### src/pipe_ctrl_pkg.sv
`default_nettype none

package pipe_ctrl_pkg;

    ////////////////////////////////////////////////////////////
    // opcode fields
    ////////////////////////////////////////////////////////////

    // ALU function, opcode bits 4:2
    typedef logic [2:0] alu_func_t;

    // operand mode, opcode bits 1:0
    // modes 1 and 3 carry a second, immediate word
    typedef logic [1:0] alu_mode_t;

    typedef struct packed {
        logic      msb;
        alu_func_t func;
        alu_mode_t mode;
    } alu_view_t;

    // one opcode word, read whole for range checks
    // or split into function and mode for ALU ops
    typedef union packed {
        logic [5:0] raw;
        alu_view_t  alu;
    } opcode_u;

    // opcode map
    // 00..37 octal   ALU operations
    // 40..55 octal   non-ALU, handed straight to the memory stage
    // above 55       illegal
    localparam logic [5:0] ALU_OP_LAST   = 6'o37;
    localparam logic [5:0] LEGAL_OP_LAST = 6'o55;

    ////////////////////////////////////////////////////////////
    // stage select codes
    ////////////////////////////////////////////////////////////

    // sampled by the memory stage on issue
    typedef enum logic [1:0] {
        MEM_NONE  = 2'd0,
        MEM_LOAD  = 2'd1,
        MEM_STORE = 2'd2,
        MEM_IO_IN = 2'd3
    } mem_sel_t;

    // sampled by the write-back stage on mem_done
    // code 3 has no name and behaves as WB_NONE
    typedef enum logic [1:0] {
        WB_NONE = 2'd0,
        WB_ALU  = 2'd1,
        WB_MEM  = 2'd2
    } wb_sel_t;

endpackage

`default_nettype wire
### src/pipe_ctrl.sv
`timescale 1ns/1ps
`default_nettype none

module pipe_ctrl
    import pipe_ctrl_pkg::*;
(
    input  wire logic     clk,
    input  wire logic     rst,
    input  wire opcode_u  opcode,
    input  wire logic     instr_valid,
    input  wire mem_sel_t mem_sel,
    input  wire wb_sel_t  wb_sel,
    input  wire logic     data_valid,
    input  wire logic     io_ack,
    output logic          instr_req,
    output logic          alu_en,
    output alu_func_t     alu_func,
    output alu_mode_t     alu_mode,
    output logic          imm_load,
    output logic          illegal_op,
    output logic          data_req,
    output logic          data_write,
    output logic          io_req,
    output logic          reg_write,
    output logic          wb_from_mem
);

    // stage to stage handshakes
    logic issue;
    logic mem_idle;
    logic mem_done;
    logic wb_idle;

    ////////////////////////////////////////////////////////////
    // stages
    ////////////////////////////////////////////////////////////

    fetch_decode_fsm i_fetch (
        .clk         (clk),
        .rst         (rst),
        .opcode      (opcode),
        .instr_valid (instr_valid),
        .mem_idle    (mem_idle),
        .instr_req   (instr_req),
        .issue       (issue),
        .alu_en      (alu_en),
        .alu_func    (alu_func),
        .alu_mode    (alu_mode),
        .imm_load    (imm_load),
        .illegal_op  (illegal_op)
    );

    mem_access_fsm i_mem (
        .clk        (clk),
        .rst        (rst),
        .issue      (issue),
        .mem_sel    (mem_sel),
        .wb_idle    (wb_idle),
        .data_valid (data_valid),
        .io_ack     (io_ack),
        .mem_idle   (mem_idle),
        .mem_done   (mem_done),
        .data_req   (data_req),
        .data_write (data_write),
        .io_req     (io_req)
    );

    write_back_fsm i_wb (
        .clk         (clk),
        .rst         (rst),
        .mem_done    (mem_done),
        .wb_sel      (wb_sel),
        .wb_idle     (wb_idle),
        .reg_write   (reg_write),
        .wb_from_mem (wb_from_mem)
    );

endmodule

`default_nettype wire

### src/write_back_fsm.sv
`timescale 1ns/1ps
`default_nettype none

module write_back_fsm
    import pipe_ctrl_pkg::*;
(
    input  wire logic    clk,
    input  wire logic    rst,
    input  wire logic    mem_done,
    input  wire wb_sel_t wb_sel,
    output logic         wb_idle,
    output logic         reg_write,
    output logic         wb_from_mem
);

    typedef enum logic [1:0] {
        W_IDLE,
        W_SELECT,
        W_WRITE
    } wb_state_t;

    wb_state_t state;
    wb_sel_t   sel_q;

    ////////////////////////////////////////////////////////////
    // select latch and sequencing
    ////////////////////////////////////////////////////////////

    always_ff @(posedge clk)
    begin
        if (rst)
        begin
            state <= W_IDLE;
            sel_q <= WB_NONE;
        end
        else
        begin
            case (state)
                W_IDLE:
                    if (mem_done)
                    begin
                        state <= W_SELECT;
                        sel_q <= wb_sel;
                    end
                // unnamed code 3 drops back like WB_NONE
                W_SELECT:
                    if (sel_q == WB_ALU || sel_q == WB_MEM)
                        state <= W_WRITE;
                    else
                        state <= W_IDLE;
                default:
                    state <= W_IDLE;
            endcase
        end
    end

    assign wb_idle     = (state == W_IDLE);
    assign reg_write   = (state == W_WRITE);
    assign wb_from_mem = (state == W_WRITE) && (sel_q == WB_MEM);

    a_no_write_idle: assert property (
        @(posedge clk) disable iff (rst)
        reg_write |-> !wb_idle && $past(mem_done, 2)
                   && ($past(wb_sel, 2) == WB_ALU || $past(wb_sel, 2) == WB_MEM)
    );

endmodule

`default_nettype wire

### src/mem_access_fsm.sv
`timescale 1ns/1ps
`default_nettype none

module mem_access_fsm
    import pipe_ctrl_pkg::*;
(
    input  wire logic     clk,
    input  wire logic     rst,
    input  wire logic     issue,
    input  wire mem_sel_t mem_sel,
    input  wire logic     wb_idle,
    input  wire logic     data_valid,
    input  wire logic     io_ack,
    output logic          mem_idle,
    output logic          mem_done,
    output logic          data_req,
    output logic          data_write,
    output logic          io_req
);

    typedef enum logic [2:0] {
        M_IDLE,
        M_WB_WAIT,
        M_REQ,
        M_IO_HIGH,
        M_IO_HOLD,
        M_DONE
    } mem_state_t;

    mem_state_t state;
    mem_state_t next_state;
    mem_sel_t   sel_q;

    ////////////////////////////////////////////////////////////
    // state register and transitions
    ////////////////////////////////////////////////////////////

    always_ff @(posedge clk)
    begin
        if (rst)
            state <= M_IDLE;
        else
            state <= next_state;
    end

    always_ff @(posedge clk)
    begin
        if (rst)
            sel_q <= MEM_NONE;
        else if (issue)
            sel_q <= mem_sel;
    end

    always_comb
    begin
        next_state = state;
        case (state)
            M_IDLE:
                if (issue)
                begin
                    case (mem_sel)
                        MEM_LOAD,
                        MEM_STORE: next_state = M_WB_WAIT;
                        MEM_IO_IN: next_state = M_IO_HIGH;
                        default:   next_state = M_DONE;
                    endcase
                end
            // request goes out only once write-back is free
            M_WB_WAIT:
                if (wb_idle)
                    next_state = data_valid ? M_DONE : M_REQ;
            M_REQ:
                if (data_valid)
                    next_state = M_DONE;
            // device raises ack first, then we answer and hold
            M_IO_HIGH:
                if (io_ack)
                    next_state = M_IO_HOLD;
            M_IO_HOLD:
                if (!io_ack)
                    next_state = M_DONE;
            M_DONE:
                if (wb_idle)
                    next_state = M_IDLE;
            default:
                next_state = M_IDLE;
        endcase
    end

    ////////////////////////////////////////////////////////////
    // outputs
    ////////////////////////////////////////////////////////////

    assign mem_idle   = (state == M_IDLE);
    assign mem_done   = (state == M_DONE) && wb_idle;
    assign io_req     = (state == M_IO_HOLD);

    // level request, held until the data side answers
    assign data_req   = (state == M_REQ) || ((state == M_WB_WAIT) && wb_idle);
    assign data_write = data_req && (sel_q == MEM_STORE);

    a_issue_when_idle: assert property (
        @(posedge clk) disable iff (rst)
        issue |-> mem_idle
    );

    a_req_held_to_valid: assert property (
        @(posedge clk) disable iff (rst)
        $fell(data_req) |-> $past(data_valid)
    );

endmodule

`default_nettype wire

### src/fetch_decode_fsm.sv
`timescale 1ns/1ps
`default_nettype none

module fetch_decode_fsm
    import pipe_ctrl_pkg::*;
(
    input  wire logic      clk,
    input  wire logic      rst,
    input  wire opcode_u   opcode,
    input  wire logic      instr_valid,
    input  wire logic      mem_idle,
    output logic           instr_req,
    output logic           issue,
    output logic           alu_en,
    output alu_func_t      alu_func,
    output alu_mode_t      alu_mode,
    output logic           imm_load,
    output logic           illegal_op
);

    typedef enum logic [2:0] {
        F_IDLE,
        F_FETCH,
        F_DECODE,
        F_EXECUTE,
        F_IMM_WAIT,
        F_IMM_LOAD
    } fetch_state_t;

    fetch_state_t state;
    fetch_state_t next_state;

    opcode_u opcode_q;
    logic    is_alu_q;
    logic    is_illegal_q;
    logic    needs_imm_q;

    ////////////////////////////////////////////////////////////
    // state register and transitions
    ////////////////////////////////////////////////////////////

    always_ff @(posedge clk)
    begin
        if (rst)
            state <= F_IDLE;
        else
            state <= next_state;
    end

    always_comb
    begin
        next_state = state;
        case (state)
            // hold off until the memory stage can take the next op
            F_IDLE:
                if (mem_idle)
                    next_state = F_FETCH;
            F_FETCH:
                if (instr_valid)
                    next_state = F_DECODE;
            F_DECODE:
                next_state = F_EXECUTE;
            F_EXECUTE:
                if (needs_imm_q)
                    next_state = F_IMM_WAIT;
                else
                    next_state = F_IDLE;
            F_IMM_WAIT:
                if (instr_valid)
                    next_state = F_IMM_LOAD;
            F_IMM_LOAD:
                next_state = F_IDLE;
            default:
                next_state = F_IDLE;
        endcase
    end

    ////////////////////////////////////////////////////////////
    // opcode latch and decode
    ////////////////////////////////////////////////////////////

    // only the first word is an opcode, the immediate is not kept
    always_ff @(posedge clk)
    begin
        if (state == F_FETCH && instr_valid)
            opcode_q <= opcode;
    end

    always_ff @(posedge clk)
    begin
        if (rst)
        begin
            is_alu_q     <= 1'b0;
            is_illegal_q <= 1'b0;
            needs_imm_q  <= 1'b0;
        end
        else if (state == F_DECODE)
        begin
            is_alu_q     <= (opcode_q.raw <= ALU_OP_LAST);
            is_illegal_q <= (opcode_q.raw > LEGAL_OP_LAST);
            // odd modes take an immediate word
            needs_imm_q  <= (opcode_q.raw <= ALU_OP_LAST) && opcode_q.alu.mode[0];
        end
    end

    // function and mode stay put until the next opcode is decoded
    always_ff @(posedge clk)
    begin
        if (state == F_DECODE)
        begin
            alu_func <= opcode_q.alu.func;
            alu_mode <= opcode_q.alu.mode;
        end
    end

    ////////////////////////////////////////////////////////////
    // outputs
    ////////////////////////////////////////////////////////////

    assign instr_req  = (state == F_FETCH) || (state == F_IMM_WAIT);
    assign alu_en     = (state == F_EXECUTE) && is_alu_q;
    assign illegal_op = (state == F_EXECUTE) && is_illegal_q;
    assign imm_load   = (state == F_IMM_LOAD);

    // immediate ops issue once the second word is in
    assign issue = ((state == F_EXECUTE) && !is_illegal_q && !needs_imm_q)
                || (state == F_IMM_LOAD);

    a_alu_illegal_excl: assert property (
        @(posedge clk) disable iff (rst)
        !(alu_en && illegal_op)
    );

endmodule

`default_nettype wire

### config.mk
export PLATFORM = sky130hd
export DESIGN_NAME = pipe_ctrl
export DESIGN_NICKNAME = d
export VERILOG_FILES = /design/src/pipe_ctrl_pkg.sv /design/src/pipe_ctrl.sv /design/src/write_back_fsm.sv /design/src/mem_access_fsm.sv /design/src/fetch_decode_fsm.sv
export SDC_FILE = /design/constraint.sdc
export NUM_CORES = 1
export LEC_CHECK = 0
export ABC_AREA = 1
export BUFFER_PORTS_ARGS = -buffer_cell sky130_fd_sc_hd__buf_2
export CORE_ASPECT_RATIO = 0.8
export CORE_MARGIN = 10
export CORE_UTILIZATION = 46
export CTS_CLUSTER_SIZE = 16
export DETAILED_ROUTE_END_ITERATION = 12
export GPL_ROUTABILITY_DRIVEN = 0
export GPL_TIMING_DRIVEN = 0
export MAX_ROUTING_LAYER = met4
export PLACE_DENSITY = 0.73
export REMOVE_ABC_BUFFERS = 1
export SLEW_MARGIN = 20
export SYNTH_ARGS = -nofsm -noshare
export SYNTH_HDL_FRONTEND = slang
export SYNTH_HIERARCHICAL = 1
export SYNTH_SLANG_ARGS = --single-unit
### constraint.sdc
create_clock -name clk -period 1.5 [get_ports clk]
set_input_delay 0.15 -clock clk [delete_from_list [all_inputs] [get_ports clk]]
set_output_delay 0.15 -clock clk [all_outputs]
set_load 0.01 [all_outputs]
==> key figures <==
Outcome
  • Outcome: finished, final reports clean

Global routing
  • Antenna violations before repair: 0
  • Total Routing Usage GR: 11.3%
  • Global-route wire length before repair: 4600 um
  • Vias in the first global route: 1076
  • Remaining global-route overflow: 0
  • Largest net degree at the start of global routing: 15

Logic synthesis
  • Synthesis Warnings: 6
  • Post-Syn Instances: 143
  • Post-synthesis register bit count: 26
  • Mapped Area: 0.00121 mm2
  • Post-synthesis cell type count: 24
  • Seq/Total Area, Yosys: 52.2%
  • Syn Area/Cell: 8.44 um2

Timing
  • Worst rel slew slack: 68.9%
  • WHS: 0.0988 ns
  • Final slew viol count: 0
  • Tmin final: 1.42 ns
  • Worst Max-Slew Pin Slew: 0.465 ns
  • Final setup fails: 0
  • Hold Fails Final Rpt: 0
  • RSZ-0062 raised after global routing: yes
  • Period utilization: 94.4%
  • Maximum clock rate: 706 MHz
  • Clock Skews: 0.00321 ns
  • Fin Setup TNS: 0 ns

Floorplan
  • # rows: 16
  • Initial core utilization: 48.6%
  • Core area: 0.00248 mm2
  • Die Width: 77.3 um
  • Die Span Y: 65.8 um
  • IO Count: 29
  • Die area: 0.00509 mm2

Clock tree
  • Max Buffers Root-to-Sink: 2
  • Clock-pin slew of the registers on the worst-case setup and hold paths: 0.12 ns
  • H-tree lvl count: 1
  • Clk sinks: 26
  • Clk root buf: clkbuf_4
  • CTS buffer count: 3
  • CTS tree: built
  • Skew-Pair Late Insertion Delay: 0.30 ns

Worst setup path
  • Critical Path Max Stage Delay: 0.44 ns
  • CP required: 1.35 ns
  • WS Path Type: reg2out
  • Type of destination of the critical path: output port
  • Family with the most delay on the worst path: flip-flops
  • Startpoint types: register
  • CP Data Arrival Time: 1.27 ns
  • Max FO, Critical Path: 5
  • Critical-path cell list: nor2_4, a22o_4, nand2_1, nor2_1, buf_2
  • Slowest cell on the critical path: dfxtp_1
  • Buf/Inv on CP: 1

Layout
  • Fillers: 228
  • Util after Layout: 66.1%
  • Most frequent cells in the layout: buf_2, nor2_1, nand2_1
  • Fraction of layout cells with a size suffix above 1: 39.3%
  • Nets: 208
  • Diodes inserted: 0
  • Most common cell after layout, fill and taps aside: buf_2
  • Area grow syn2layout: 35.9%

Placement
  • Dpl hpwl: 2030 um
  • PortBufs: 28

Detailed routing
  • Drt total wl: 2760 um
  • Remaining DRCs: 0
  • Vias: 1079
  • Antenna viol nets, final: 0
  • Violation count after the first detailed-routing iteration: 87
  • DR pass1 iterations: 4
  • Routed WL per cell: 12.1 um
  • Via density: 4.75

Power and ir drop
  • Internal power: 1.47 mW
  • Combinational cell fraction of total power: 43.6%
  • PwrDens: 1460 mW/mm2
  • Final total power: 2.40 mW
  • Clk pwr share: 11.9%
  • P_sw: 926 uW
  • Peak VDD IR: 0.837 mV
  • Sw Share: 38.6%
  • Leakage: 0.740 nW
  • Sequential share of power: 44.6%

Hold path
  • Hold WC Path Type: in2reg

Job
  • Max cap viols: 0
cell type report:
cell class	count	area, um2	share of cell area (%)
timing repair buffer	44	275	16.8
tap	36	45.0	2.75
inverter	23	88.8	5.42
sequential	26	648	39.5
multi-input combinational	94	557	33.9
clock buffer	4	26.3	1.60
layer usage:
| metal | global-route usage (%) | vias up | part of all wire [%] |
|---|---|---|---|
| met5 | - | - | 0 |
| met4 | 2.95 | 0 | 1.3 |
| met3 | 4.08 | 4 | 4.8 |
| met2 | 19.6 | 24 | 52 |
| met1 | 12.0 | 487 | 42 |
| li1 | - | 564 | - |
synth_stat cells, drive strengths merged:
cell type	instances	area share [%]
nor3	4	1.7
nand2	25	8.6
o21ai	6	2.5
ha	1	1.0
a211oi	1	0.62
a21oi	9	4.0
nor2	29	11
nor3b	1	0.62
inv	23	7.2
o32ai	1	0.73
nand3	13	7.0
nand4	1	0.52
edfxtp	11	27
and3	1	0.52
a22o	1	0.83
and2	1	0.62
dfxtp	15	25
cells by family (layout without fill, tap and decap cells):
group	count (synthesis)	count (layout)	synth area share (%)
AND/OR/NAND/NOR	75	75	30.9
adder cells (fa/ha/maj)	1	1	1.04
flip-flops	26	26	52.2
buffers and inverters	23	71	7.15
AO/OA/AOI/OAI	18	18	8.70
timing repair:
action	in CTS	in global routing
endpoints found under the hold margin	4	2
pin swaps	3	5
hold buffers	4	2
setup buffers	5	5
endpoints found under the setup margin	4	7
resized for setup	11	12
worst paths after layout:
kind	start	depth (start not counted)	to	slack, ns
worst min register to register	i_fetch/opcode_q[3]	0	i_fetch/alu_func[1]	0.46
worst min-delay path	mem_sel[1]	3	i_mem/sel_q[1]	0.1
worst max register to register	i_fetch/state[2]	4	i_fetch/opcode_q[3]	0.09
worst max-delay path	i_wb/state[0]	5	data_write	0.08
power groups by stage:
stage / Combinational, mW / Clock, mW / Sequential, mW
final: 1.04 / 0.284 / 1.07
after global routing: 1.17 / 0.332 / 1.09
after CTS: 0.978 / 0.299 / 1.03
after detailed placement: 0.864 / 0 / 1.04
after global placement: 0.845 / 0 / 1.03
after floorplan: 0.646 / 0 / 1.03
tightest hold or removal path, stage by stage:
cell    delay [ns]
buf_2         0.10
nor2_1        0.04
nor2_1        0.09
sequential cells by signal, summed over array words and instances, names as in the netlist:
register and cells:
i_fetch/opcode_q 6, i_fetch/alu_func 3, i_fetch/state 3, i_mem/state 3, i_fetch/alu_mode 2, i_mem/sel_q 2
i_wb/sel_q 2, i_wb/state 2, i_fetch/is_alu_q 1, i_fetch/is_illegal_q 1, i_fetch/needs_imm_q 1
per-stage QoR:
step	instance area [um2]	cells	setup WS, ns
finish	1640	227	0.0841
global route	1640	227	-0.00421
CTS	1530	220	0.00244
detailed placement	1390	207	-0.224
global placement	1390	207	-0.181
floorplan	1210	143	0.0125
(Power assumes the default switching activity.)
